--- src/verilog/bar_consts.svh ---
`ifndef BAR_CONSTS_SVH
`define BAR_CONSTS_SVH

// ------------------------------------------------------------
// Stream and field widths
// ------------------------------------------------------------
`define BAR_TLP_W        128
`define BAR_DW_W         32
`define BAR_KEEP_W       4
`define BAR_HIT_W        7
`define BAR_ID_W         16
`define BAR_TAG_W        8
`define BAR_LOWADDR_W    7

// ------------------------------------------------------------
// TLP fmt/type bytes
// ------------------------------------------------------------
`define BAR_FT_MRD32     8'h00
`define BAR_FT_MWR32     8'h40
`define BAR_FT_CPLD      8'h4A

// Depths and latencies
`define BAR_MEM_DEPTH    1024
`define BAR_CPL_DEPTH    8
`define BAR_RSP_LATENCY  2

`endif
--- src/verilog/bar_pkg.sv ---
`include "bar_consts.svh"

package bar_pkg;

    typedef logic [`BAR_DW_W-1:0]               dword_t;
    typedef logic [`BAR_DW_W/8-1:0]             byte_en_t;
    typedef logic [`BAR_HIT_W-1:0]              bar_hit_t;
    typedef logic [`BAR_ID_W-1:0]               pcie_id_t;
    typedef logic [`BAR_TAG_W-1:0]              tag_t;
    typedef logic [$clog2(`BAR_MEM_DEPTH)-1:0]  dw_addr_t;

    // Incoming beat, tuser split into named fields
    typedef struct packed {
        logic [`BAR_TLP_W-1:0]  data;
        logic [`BAR_KEEP_W-1:0] keepdw;
        logic                   first;
        logic                   last;
        bar_hit_t               bar_hit;
    } tlp_beat_t;

    typedef struct packed {
        logic [`BAR_TLP_W-1:0]  data;
        logic [`BAR_KEEP_W-1:0] keepdw;
        logic                   last;
    } tlp_out_t;

    typedef struct packed {
        bar_hit_t   bar_hit;
        dw_addr_t   dw_addr;
        byte_en_t   byte_en;
        dword_t     data;
    } wr_req_t;

    // Travels with a read and comes back with its response
    typedef struct packed {
        pcie_id_t                   req_id;
        tag_t                       tag;
        logic [`BAR_LOWADDR_W-1:0]  low_addr;
    } rd_ctx_t;

    typedef struct packed {
        bar_hit_t   bar_hit;
        dword_t     addr;
        rd_ctx_t    ctx;
    } rd_req_t;

    typedef struct packed {
        rd_ctx_t    ctx;
        dword_t     data;
    } rd_rsp_t;

    typedef enum logic [1:0] {
        RX_NONE,
        RX_READ,
        RX_WRITE
    } rx_kind_e;

    // TLP payload bytes are big-endian within each DW
    function automatic dword_t dword_swap(dword_t d);
        return {d[7:0], d[15:8], d[23:16], d[31:24]};
    endfunction

endpackage

--- src/verilog/tlp_bar_rx.sv ---
`timescale 1ns/1ps
`include "bar_consts.svh"

module tlp_bar_rx (
    input  logic                clk,
    input  logic                rst,
    input  bar_pkg::tlp_beat_t  i_rx,
    input  logic                i_rx_valid,
    input  logic                i_bar_en,
    input  logic                i_rd_credit,
    output bar_pkg::wr_req_t    o_wr_req,
    output logic                o_wr_valid,
    output bar_pkg::rd_req_t    o_rd_req,
    output logic                o_rd_valid
);

    // ------------------------------------------------------------
    // Header fields of a 3-DW request
    // ------------------------------------------------------------
    logic [7:0]         fmt_type;
    logic               len_one;
    logic               hit_ok;
    bar_pkg::dword_t    req_addr;
    bar_pkg::rx_kind_e  kind;

    assign fmt_type = i_rx.data[31:24];
    assign len_one  = (i_rx.data[9:0] == 10'd1);
    assign req_addr = {i_rx.data[95:66], 2'b00};

    // Only BAR 0 and BAR 1 are served
    assign hit_ok = (i_rx.bar_hit == bar_pkg::bar_hit_t'(1)) ||
                    (i_rx.bar_hit == bar_pkg::bar_hit_t'(2));

    always_comb begin
        kind = bar_pkg::RX_NONE;
        if (i_rx_valid && i_bar_en && i_rx.first && i_rx.last && len_one && hit_ok) begin
            if (fmt_type == `BAR_FT_MRD32) begin
                kind = bar_pkg::RX_READ;
            end else if (fmt_type == `BAR_FT_MWR32) begin
                kind = bar_pkg::RX_WRITE;
            end
        end
    end

    // ------------------------------------------------------------
    // Request strobes
    // ------------------------------------------------------------
    always_ff @(posedge clk) begin
        if (rst) begin
            o_wr_valid <= 1'b0;
            o_rd_valid <= 1'b0;
        end else begin
            o_wr_valid <= (kind == bar_pkg::RX_WRITE);
            // Reads with no credit left are dropped here
            o_rd_valid <= (kind == bar_pkg::RX_READ) && i_rd_credit;
        end
    end

    // Payload capture
    always_ff @(posedge clk) begin
        if (kind == bar_pkg::RX_WRITE) begin
            o_wr_req.bar_hit <= i_rx.bar_hit;
            o_wr_req.dw_addr <= req_addr[11:2];
            o_wr_req.byte_en <= i_rx.data[35:32];
            o_wr_req.data    <= bar_pkg::dword_swap(i_rx.data[127:96]);
        end
        if (kind == bar_pkg::RX_READ) begin
            o_rd_req.bar_hit      <= i_rx.bar_hit;
            o_rd_req.addr         <= req_addr;
            o_rd_req.ctx.req_id   <= i_rx.data[63:48];
            o_rd_req.ctx.tag      <= i_rx.data[47:40];
            o_rd_req.ctx.low_addr <= req_addr[6:0];
        end
    end

    a_one_strobe: assert property (@(posedge clk) disable iff (rst)
        !(o_wr_valid && o_rd_valid));

endmodule

--- config.mk ---
export PLATFORM = sky130hd
export DESIGN_NAME = tlp_bar_rx
export DESIGN_NICKNAME = d
export VERILOG_FILES = /design/src/verilog/bar_pkg.sv /design/src/verilog/tlp_bar_rx.sv
export VERILOG_INCLUDE_DIRS = /design/src /design/src/verilog
export SDC_FILE = /design/constraint.sdc
export NUM_CORES = 1
export LEC_CHECK = 0
export ABC_AREA = 0
export BUFFER_PORTS_ARGS = -buffer_cell sky130_fd_sc_hd__buf_2
export CORE_UTILIZATION = 35
export DETAILED_ROUTE_END_ITERATION = 8
export PLACE_DENSITY = 0.7
export SYNTH_ARGS = -nofsm -noshare
export SYNTH_HDL_FRONTEND = slang
export SYNTH_SLANG_ARGS = --single-unit
--- constraint.sdc ---
create_clock -name clk -period 7.4 [get_ports clk]
set_clock_uncertainty 0.1 [all_clocks]
set_input_delay 0.74 -clock clk [delete_from_list [all_inputs] [get_ports clk]]
set_output_delay 0.74 -clock clk [all_outputs]
set_load 0.01 [all_outputs]
==> out/qor.log, run 1 <==
INFO  setup_path     cell_chain_of_the_critical_path=buf_2 > nor4_1 > nand4_1 > nor3_2 > buf_4
INFO  setup_path     slowest_cell_delay_on_critical_path=730ps
INFO  detailed_routing first_iter_violations=105
INFO  sta            setup-violations-final=0
INFO  detailed_routing via_count=2,327
INFO  cts            clk_pin_slew_worst_paths=60ps
INFO  worst_hold_path hold-path-cell-count=1
INFO  cts            post-cts-setup-buffer-count=0
INFO  worst_hold_path min_path_type=in -> reg
INFO  cts            tritoncts=done
INFO  power          switching_share=18.8%
INFO  floorplan      die_h=104um
INFO  outcome        result_of_the_run=complete, no violations
INFO  power          pwr-share-comb=2.4%
INFO  detailed_routing wirelength=8140um
INFO  global_routing initial_antenna_violation_count=0
INFO  sta            slew_violations=0
INFO  detailed_routing detailedRoute.firstPassIterationCount=4
INFO  sta            grt_setup_unrepaired=no
INFO  placed_design  finalWeightedCongestion=0.728
INFO  cts            cts-root-buf=sky130_fd_sc_hd__clkbuf_8
INFO  logic_synthesis yosys_register_bits=116
INFO  floorplan      fp.coreArea=10,200um2
INFO  setup_path     crit_required=7440ps
INFO  floorplan      die_area=10,900um2
INFO  power          leakage_power=2.33nW
INFO  floorplan      io_pins=271
INFO  cts            cts.repair.resized=0
INFO  power          power_per_cell_area=276nW/um2
INFO  cts            cts_max_level=4
INFO  detailed_routing final_antenna_net_count=0
INFO  power          power.share.sequential=46.7%
INFO  cells_and_area num_antenna_cells=0
INFO  sta            max_freq=342MHz
INFO  sta            totalNegativeSetupSlack=0ps
INFO  setup_path     critical_path.slowest_cell=sky130_fd_sc_hd__nor3_2
INFO  logic_synthesis postSynthCellCount=144
INFO  setup_path     endpoint_kind=flop
INFO  logic_synthesis yosys.cell_types.count=16
INFO  detailed_routing vias_per_cell=4.23
INFO  power          clock_power_share=50.8%
INFO  sta            layout_min_cycle_time=2920ps
INFO  cts            holdBufCountCts=0
INFO  placed_design  numPortBuffers=242
INFO  cells_and_area layout_common_cells=sky130_fd_sc_hd__buf_2, sky130_fd_sc_hd__edfxtp_1, sky130_fd_sc_hd__clkbuf_16
INFO  floorplan      num_rows=37
INFO  setup_path     critPathLaunchType=input pin
INFO  global_routing grt_total_usage=15.2%
INFO  job            cap_viol_max_count=0
INFO  logic_synthesis synth_sequential_area_ratio=94.3%
INFO  global_routing grt_max_degree=54
INFO  power          ir_worst_vdd=0.212mV
INFO  logic_synthesis yosysWarningCount=0
INFO  floorplan      start_util=35.9%
INFO  cells_and_area n_fill_cell=828
INFO  sta            layout_worst_path_cycle_share=39.5%
INFO  setup_path     crit_path_max_fo=44
INFO  cts            cts-root-to-sink-buffers=2
INFO  global_routing first_global_vias=2,357
INFO  setup_path     worst-endpoint-arrival=2960ps
INFO  global_routing grt_first_pass_wirelength=11,900um
INFO  setup_path     setup.worst_path.end=o_wr_req[23]
INFO  power          net-switching-power=0.290mW
INFO  global_routing grt.overflow.total=0
INFO  cts            cts_buffers=17
INFO  setup_path     criticalPathCategory=in -> reg
INFO  sta            tightestPinTransition=909ps
INFO  logic_synthesis synth_area=3670um2
INFO  detailed_routing post_drt_wl_per_cell=14.8um
INFO  floorplan      fp.dieW=104um
INFO  detailed_routing drc_errors=0
INFO  cells_and_area layout.cells.most_common=sky130_fd_sc_hd__buf_2
INFO  cells_and_area post_layout_utilization_of_the_core=54.8%
INFO  cts            clock-sinks=116
INFO  power          internal_power=1.25mW
INFO  placed_design  hpwlAfterDp=6080um
INFO  setup_path     timing.critical_path.from=i_rx[20]
INFO  cells_and_area flow.area_growth_from_synthesis=52.6%
INFO  cells_and_area layout.nets=547
INFO  logic_synthesis post_synth.cell_area_avg=25.5um2
INFO  sta            worst_slew_margin_rel=39.1%
INFO  cells_and_area final_layout_size_suffix_gt1_share=67.9%
INFO  sta            final_hold_viol_count=0
-- power by group through the flow --
stage	clock (mW)	combinational (mW)	sequential, mW
global placement	0	0.0354	0.735
detailed placement	0	0.0380	0.735
CTS	0.807	0.0381	0.721
finish	0.785	0.0373	0.721
floorplan	0	0.00484	0.735
global route	0.833	0.0411	0.721
-- logic make-up (layout without fill, tap and decap cells) --
family                    Yosys count  after routing  synth area share, %
other                               1              4                0.102
buffers and inverters              10            277                 1.94
and+or+nand+nor                    16             16                 3.41
DFF                               116            116                 94.3
xor gates and xnor gates            1              1                0.239
-- registers in the layout (all words and copies together), names as in the netlist --
register / cells
o_rd_valid: 1
o_rd_req: 61
o_wr_valid: 1
o_wr_req: 53
-- critical path: cells and delay by family --
kind          cells  cell delay, ps
buf+inv           2             700
simple gates      3            1470
-- per-stage QoR --
| step | hold slack, ps | power, mW | cells | setup WS, ps | area (um2) |
|---|---|---|---|---|---|
| 6_report | 311 | 1.54 | 550 | 4480 | 5600 |
| 3_3_place_gp | 816 | 0.770 | 518 | 3920 | 5020 |
| 3_5_place_dp | 818 | 0.773 | 518 | 3830 | 5020 |
| 5_1_grt | 280 | 1.60 | 550 | 4250 | 5600 |
| 4_1_cts | 280 | 1.57 | 550 | 4380 | 5600 |
| 2_1_floorplan | 719 | 0.740 | 147 | 1330 | 3680 |
-- area by class of cell --
class,instances,area (um2),area share [%]
Clock buffer,18,418,7.46
Multi-Input combinational cell,21,159,2.84
Sequential cell,116,3460,61.8
Inverter,1,3.75,0.0670
Clock inverter,14,163,2.90
Timing Repair Buffer,244,1230,21.9
Tap cell,136,170,3.04
-- layer usage --
metal	GRT usage (%)	up-vias	share of wire [%]
met1	15.8	1076	37
met5	0	-	0
met3	6.83	8	9.3
met2	26.2	157	53
met4	6.73	0	1.2
li1	-	1086	-
-- synthesized netlist by cell type (all sizes together) --
cell,instances,area share (%)
nor2b,1,0.17
dfxtp,2,1.1
nor3,2,0.27
nand2,1,0.10
nand2b,1,0.17
nor4,6,1.4
buf,9,1.8
nand4,2,0.51
edfxtp,114,93
nand3,1,0.14
conb,1,0.10
inv,1,0.10
and4bb,2,0.68
xor2,1,0.24
-- how the worst min path moves through the flow --
stage	startpoint	to
after global placement	i_rx[115]	o_wr_req[30]
after detailed placement	i_rx[110]	o_wr_req[25]
after CTS	i_rx[110]	o_wr_req[25]
after floorplan	rst	o_wr_valid
final	i_rx[47]	o_wr_req[34]
after global routing	i_rx[125]	o_wr_req[8]
No activity file was read; power rests on OpenSTA's default activity.
==> run 2, diff against run 1 <==
- clock period: 7.4 -> 3 ns (I/O delays scaled with it)
==> out/qor.log, run 2 (same netlist as run 1, synthesis figures left out) <==
INFO  setup_path     critPathLaunchType=input pin [unchanged]
INFO  sta            layout_worst_path_cycle_share=79.0%
INFO  sta            setup-violations-final=0 [unchanged]
INFO  global_routing first_global_vias=2,964 [was 2,357]
INFO  global_routing global_route.peak_usage_layer=met2 [unchanged]
INFO  global_routing grt.overflow.total=0 [unchanged]
INFO  placed_design  numPortBuffers=242 [unchanged]
INFO  setup_path     critical-path-top-delay-family=simple AND/OR/NAND/NOR gates [unchanged]
INFO  global_routing gr-usage-met3=6.14% [was 6.83%]
INFO  placed_design  place.detailed.instances=520 [was 518]
INFO  sta            postLayoutSetupSlackWorst=629ps [was 4480 ps]
INFO  sta            grt_setup_unrepaired=no [unchanged]
INFO  power          leakage_power=2.78nW [was 2.33 nW]
INFO  job            cap_viol_max_count=0 [unchanged]
INFO  setup_path     crit_required=3080ps [was 7440 ps]
INFO  cts            cts-root-to-sink-buffers=2 [unchanged]
INFO  placed_design  pre_cts_slack=643ps [was 3830 ps]
INFO  cts            cts-root-buf=sky130_fd_sc_hd__clkbuf_8 [unchanged]
INFO  sta            totalNegativeSetupSlack=0ps [unchanged]
INFO  global_routing grt_total_usage=18.4% [was 15.2%]
INFO  global_routing gr-usage-met1=17.4% [was 15.8%]
INFO  floorplan      die_area=10,900um2 [unchanged]
INFO  cells_and_area largestRegisters=o_rd_req x61, o_wr_req x53 [unchanged]
INFO  sta            layout_min_cycle_time=2370ps
INFO  floorplan      die_h=104um [unchanged]
INFO  detailed_routing vias_per_cell=4.25 [was 4.23]
INFO  setup_path     cell_chain_of_the_critical_path=dlygate4sd3_1 > buf_2 > nor4_1 > nand2_1 > nor3_4 > buf_4 [was buf_2 > nor4_1 > nand4_1 > nor3_2 > buf_4]
INFO  global_routing grt_first_pass_wirelength=14,800um [was 11,900 um]
INFO  global_routing grt_max_degree=41 [was 54]
INFO  cells_and_area largest_reg_flops=61 [unchanged]
INFO  cells_and_area max_flop_register=o_rd_req [unchanged]
INFO  global_routing gr-usage-met2=35.7% [was 26.2%]
INFO  cells_and_area layout.cells.most_common=sky130_fd_sc_hd__buf_2 [unchanged]
INFO  floorplan      start_util=35.9% [unchanged]
INFO  sta            slew_violations=0 [unchanged]
INFO  cells_and_area final_layout_size_suffix_gt1_share=55.0% [was 67.9%]
INFO  placed_design  finalWeightedCongestion=0.763 [was 0.728]
INFO  power          total_power=3.91mW [was 1.54 mW]
INFO  sta            final_hold_viol_count=0 [unchanged]
INFO  setup_path     worst-endpoint-arrival=2450ps [was 2960 ps]
INFO  detailed_routing post_drt_wl_per_cell=15.0um [was 14.8 um]
INFO  global_routing initial_antenna_violation_count=1 [was 0]
INFO  cts            cts_buffers=17 [unchanged]
INFO  detailed_routing first_iter_violations=84 [was 105]
INFO  detailed_routing detailedRoute.firstPassIterationCount=4 [unchanged]
INFO  detailed_routing via_count=2,773 [was 2,327]
INFO  floorplan      fp.dieW=104um [unchanged]
INFO  cts            cts_max_level=4 [unchanged]
INFO  sta            hold_slack=29.1ps [was 311 ps]
INFO  cells_and_area n_fill_cell=716 [was 828]
INFO  placed_design  hpwlAfterDp=6150um [was 6080 um]
INFO  cts            tritoncts=done [unchanged]
INFO  setup_path     endpoint_kind=flop [unchanged]
INFO  floorplan      io_pins=271 [unchanged]
INFO  setup_path     criticalPathCategory=in -> reg [unchanged]
INFO  cells_and_area layout_common_cells=sky130_fd_sc_hd__buf_2, sky130_fd_sc_hd__edfxtp_1, sky130_fd_sc_hd__dlygate4sd3_1 [was sky130_fd_sc_hd__buf_2, sky130_fd_sc_hd__edfxtp_1, sky130_fd_sc_hd__clkbuf_16]
INFO  sta            max_freq=422MHz
INFO  detailed_routing drc_errors=0 [unchanged]
INFO  setup_path     path_buf_inv=3 [was 2]
INFO  cells_and_area layout.nets=648 [was 547]
INFO  cts            clk_pin_slew_worst_paths=50ps [was 60 ps]
INFO  power          power_per_cell_area=590nW/um2 [was 276 nW/um2]
INFO  outcome        result_of_the_run=complete, no violations [unchanged]
INFO  floorplan      fp.coreArea=10,200um2 [unchanged]
INFO  setup_path     critical_path.slowest_cell=sky130_fd_sc_hd__dlygate4sd3_1 [was sky130_fd_sc_hd__nor3_2]
INFO  detailed_routing final_antenna_net_count=0 [unchanged]
INFO  cells_and_area final-instance-count-excl-fill=652 [was 550]
INFO  detailed_routing wirelength=9800um [was 8140 um]
INFO  setup_path     slowest_cell_delay_on_critical_path=550ps [was 730 ps]
INFO  cells_and_area flow.area_growth_from_synthesis=80.6% [was 52.6%]
INFO  worst_hold_path min_path_type=in -> reg [unchanged]
INFO  power          ir_worst_vdd=0.329mV [was 0.212 mV]
INFO  cts            clock-sinks=116 [unchanged]
INFO  floorplan      num_rows=37 [unchanged]
INFO  cts            post-cts-setup-buffer-count=0 [unchanged]
INFO  setup_path     crit_path_max_fo=18 [was 44]
## run 2: path summary, 6_finish.rpt
path                  from      endpoint  slack (ps)  cells past startpoint
hold / removal    i_rx[43]    o_wr_valid          30                      3
setup / recovery   i_rx[3]  o_rd_req[68]         630                      6
## run 2: where the power goes
group          leakage (nW)  internal [mW]  switching (mW)
logic                  1.47          0.142          0.0551
registers              1.04           1.78   0.00000000476
clock network         0.271           1.25           0.686
total                  2.78           3.17           0.741
## run 2: per-layer routing
metal / part of all wire, % / up-vias
met5: 0 / -
met4: 1.4 / 0
met3: 7.0 / 13
met1: 34 / 1317
li1: - / 1294
met2: 58 / 149
## run 2: through the flow
| step | area (um2) | utilization [%] |
|---|---|---|
| finish | 6630 | 64.8 |
| global route | 6630 | 64.8 |
| CTS | 6630 | 64.8 |
| detailed placement | 5060 | 49.5 |
| global placement | 5060 | 49.5 |
| floorplan | 3710 | - |
## run 2: what timing repair did
| item | 4_1_cts | 5_1_grt |
|---|---|---|
| hold buffers | 99 | 0 |
| hold endpoints to repair | 116 | 0 |
| resized for setup | 0 | 0 |
## run 2: worst min-delay path, cell delays in order
cell	delay, ps
sky130_fd_sc_hd__buf_2	90
sky130_fd_sc_hd__inv_1	120
sky130_fd_sc_hd__nor4_1	70
## run 2: final cells by class
type / instances / area (um2) / area share, %
diodes: 1 / 2.50 / 0.0377
clock buffers: 17 / 414 / 6.24
clock inverters: 15 / 164 / 2.47
inverters: 1 / 3.75 / 0.0566
multi-input cells: 21 / 171 / 2.58
flip-flops and latches: 116 / 3460 / 52.2
well taps: 136 / 170 / 2.57
repair buffers: 345 / 2240 / 33.8
==> run 3, diff against run 2 <==
- ABC_AREA: 0 -> 1
- CORE_ASPECT_RATIO: unset -> 1.1
- clock period: 3 -> 2.38 ns (I/O delays scaled with it)
==> out/qor.log, run 3 <==
INFO  cells_and_area layout_common_cells=sky130_fd_sc_hd__buf_2, sky130_fd_sc_hd__edfxtp_1, sky130_fd_sc_hd__dlygate4sd3_1 [unchanged]
INFO  global_routing grt_total_usage=18.4% [about the same]
INFO  cells_and_area post_layout_utilization_of_the_core=64.3% [was 64.8%]
INFO  cells_and_area layout.cells.most_common=sky130_fd_sc_hd__buf_2 [unchanged]
INFO  detailed_routing wirelength=10,300um [was 9800 um]
INFO  cells_and_area largest_reg_flops=61 [unchanged]
INFO  cells_and_area final-instance-count-excl-fill=674 [was 652]
INFO  global_routing grt_first_pass_wirelength=14,500um [was 14,800 um]
INFO  logic_synthesis synth_edf_count=114 [unchanged]
INFO  detailed_routing first_iter_violations=84 [unchanged]
INFO  floorplan      num_rows=39 [was 37]
INFO  logic_synthesis area_share_of_the_largest_cell_type_after_synthesis=91.8% [was 93.2%]
INFO  logic_synthesis yosys_register_bits=116 [unchanged]
INFO  setup_path     worst-endpoint-arrival=2040ps [was 2450 ps]
INFO  logic_synthesis synth-async-reset-ratio=0% [unchanged]
INFO  sta            postLayoutSetupSlackWorst=322ps [was 629 ps]
INFO  setup_path     crit_path_max_fo=46 [was 18]
INFO  cells_and_area layout.nets=666 [was 648]
INFO  worst_hold_path min_path_type=in -> reg [unchanged]
INFO  detailed_routing detailedRoute.firstPassIterationCount=4 [unchanged]
INFO  setup_path     endpoint_kind=flop [unchanged]
INFO  placed_design  placement.cell_area=5120um2 [was 5060 um2]
INFO  worst_hold_path holdCritStartpoint=i_rx[43] [unchanged]
INFO  floorplan      start_util=35.9% [about the same]
INFO  sta            grt_setup_unrepaired=no [unchanged]
INFO  detailed_routing via_count=2,847 [was 2,773]
INFO  sta            final_hold_viol_count=0 [unchanged]
INFO  cts            tritoncts=done [unchanged]
INFO  logic_synthesis yosys.cell_types.count=13 [was 16]
INFO  sta            setup-violations-final=0 [unchanged]
INFO  cells_and_area final_cell_area=6690um2 [was 6630 um2]
INFO  placed_design  numPortBuffers=242 [unchanged]
INFO  power          leakage_power=2.82nW [was 2.78 nW]
INFO  outcome        result_of_the_run=complete, no violations [unchanged]
INFO  setup_path     crit_required=2360ps [was 3080 ps]
INFO  logic_synthesis synth.largest_area_cell=sky130_fd_sc_hd__edfxtp_1 [unchanged]
INFO  floorplan      die_area=11,100um2 [was 10,900 um2]
INFO  floorplan      fp.coreArea=10,400um2 [was 10,200 um2]
INFO  sta            max_freq=486MHz
INFO  floorplan      io_pins=271 [unchanged]
INFO  placed_design  place.detailed.instances=545 [was 520]
INFO  floorplan      die_h=110um [was 104 um]
INFO  power          power_per_cell_area=742nW/um2 [was 590 nW/um2]
INFO  detailed_routing final_antenna_net_count=0 [unchanged]
INFO  cts            post-cts-setup-buffer-count=0 [unchanged]
INFO  cts            cts-root-buf=sky130_fd_sc_hd__clkbuf_16 [was sky130_fd_sc_hd__clkbuf_8]
INFO  cts            cts.repair.resized=0 [unchanged]
INFO  global_routing grt_max_degree=54 [was 41]
INFO  detailed_routing vias_per_cell=4.22 [was 4.25]
INFO  logic_synthesis postSynthCellCount=163 [was 144]
INFO  global_routing grt.overflow.total=0 [unchanged]
INFO  sta            layout_min_cycle_time=2060ps
INFO  cells_and_area final_layout_size_suffix_gt1_share=53.1% [was 55.0%]
INFO  detailed_routing drc_errors=0 [unchanged]
INFO  placed_design  hpwlAfterDp=6020um [was 6150 um]
INFO  detailed_routing post_drt_wl_per_cell=15.4um [was 15.0 um]
INFO  global_routing initial_antenna_violation_count=0 [was 1]
INFO  cells_and_area largestRegisters=o_rd_req x61, o_wr_req x53 [unchanged]
INFO  cells_and_area num_antenna_cells=0 [was 1]
INFO  logic_synthesis yosysWarningCount=0 [unchanged]
INFO  floorplan      fp.dieW=100um [was 104 um]
INFO  cts            clock-sinks=116 [unchanged]
INFO  cts            cts-root-to-sink-buffers=2 [unchanged]
INFO  cells_and_area flow.area_growth_from_synthesis=79.3% [was 80.6%]
INFO  sta            totalNegativeSetupSlack=0ps [unchanged]
INFO  worst_hold_path hold_end=o_wr_valid [unchanged]
INFO  setup_path     criticalPathCategory=in -> reg [unchanged]
INFO  logic_synthesis synth_top_cells_by_area=sky130_fd_sc_hd__edfxtp_1, sky130_fd_sc_hd__buf_4, sky130_fd_sc_hd__nor2_1 [was sky130_fd_sc_hd__edfxtp_1, sky130_fd_sc_hd__buf_4, sky130_fd_sc_hd__dfxtp_1]
INFO  placed_design  pre_cts_slack=442ps [was 643 ps]
INFO  sta            hold_slack=30.3ps [was 29.1 ps]
INFO  logic_synthesis synth_sequential_area_ratio=92.9% [was 94.3%]
INFO  power          ir_worst_vdd=0.491mV [was 0.329 mV]
INFO  logic_synthesis synth_area=3730um2 [was 3670 um2]
INFO  logic_synthesis synth_most_common_cell=sky130_fd_sc_hd__edfxtp_1 [unchanged]
INFO  setup_path     critPathLaunchType=input pin [unchanged]
INFO  cts            cts_buffers=17 [unchanged]
INFO  logic_synthesis synth.top_cells.by_count=sky130_fd_sc_hd__edfxtp_1, sky130_fd_sc_hd__nor2_1, sky130_fd_sc_hd__buf_4, sky130_fd_sc_hd__nand2_1, sky130_fd_sc_hd__inv_1 [was sky130_fd_sc_hd__edfxtp_1, sky130_fd_sc_hd__buf_4, sky130_fd_sc_hd__nor4_1]
INFO  sta            layout_worst_path_cycle_share=86.5%
INFO  placed_design  finalWeightedCongestion=0.781 [was 0.763]
INFO  cells_and_area max_flop_register=o_rd_req [unchanged]
INFO  cts            cts_max_level=4 [unchanged]
INFO  worst_hold_path hold-path-cell-count=3 [unchanged]
INFO  job            cap_viol_max_count=0 [unchanged]
INFO  logic_synthesis post_synth.cell_area_avg=22.9um2 [was 25.5 um2]
INFO  global_routing first_global_vias=2,956 [was 2,964]
INFO  cts            clk_pin_slew_worst_paths=50ps [about the same]
INFO  logic_synthesis dominantRegCellSynth=sky130_fd_sc_hd__edfxtp_1 [unchanged]
INFO  power          total_power=4.96mW [was 3.91 mW]
INFO  sta            slew_violations=0 [unchanged]
## run 3: cell count changes after synthesis, moves of 2 or more
cell,change
sky130_fd_sc_hd__inv_1,+4
sky130_fd_sc_hd__nor3_1,-2
sky130_fd_sc_hd__and4bb_2,-2
sky130_fd_sc_hd__nand2_1,+8
sky130_fd_sc_hd__nor4_1,-4
sky130_fd_sc_hd__nor3_2,+3
sky130_fd_sc_hd__nor2_1,+15
sky130_fd_sc_hd__nor4_2,-2
## run 3: kinds of logic (layout without fill, tap and decap cells)
kind of cell,after synthesis,in the layout,share of synthesized area (%)
buffers and inverters,14,379,2.32
flip-flops,116,116,92.9
other,1,4,0.101
AND/OR/NAND/NOR,32,32,4.70
## run 3: timing repair
item,4_1_cts,5_1_grt
hold buffers,99,0
hold endpoints to repair,116,0
endpoints found under the setup margin,0,0
## run 3: worst max path at each step
stage                 start            to  slack, ps  cells past startpoint
finish              i_rx[5]  o_wr_req[31]        320                      8
global route        i_rx[5]  o_wr_req[12]        240                      8
CTS                 i_rx[1]  o_wr_req[31]        340                      9
detailed placement  i_rx[0]   o_wr_req[5]        440                      8
global placement    i_rx[0]  o_wr_req[18]        460                      8
floorplan           i_rx[5]  o_rd_req[10]        280                      5
## run 3: report_power, final
part           internal [mW]  switching, mW
Clock                   1.62          0.839
Combinational          0.181         0.0787
Sequential              2.24  0.00000000690
## run 3: worst max-delay path, cell delays in order
cell and delay, ps:
sky130_fd_sc_hd__dlygate4sd3_1 550, sky130_fd_sc_hd__buf_2 140, sky130_fd_sc_hd__nor2_1 100, sky130_fd_sc_hd__nand2_1 50, sky130_fd_sc_hd__nor2_1 140, sky130_fd_sc_hd__nand3_2 180
sky130_fd_sc_hd__nor2_4 320, sky130_fd_sc_hd__buf_12 290
## run 3: cell type report
cell class	instances	area, um2
sequential	116	3460
clock buffer	18	429
timing repair buffer	344	2250
fill	724	3710
tap	143	179
clock inverter	12	140
multi-input combinational	36	205
inverter	5	18.8
## run 3: routing by layer
layer	vias to the layer above	global-route usage, %	wire length [um]	share of wire, %
met5	-	0	0	0
met4	0	11.8	302	2.9
met3	21	6.49	952	9.2
met2	186	33.6	5520	53
met1	1321	17.5	3570	35
li1	1319	-	-	-
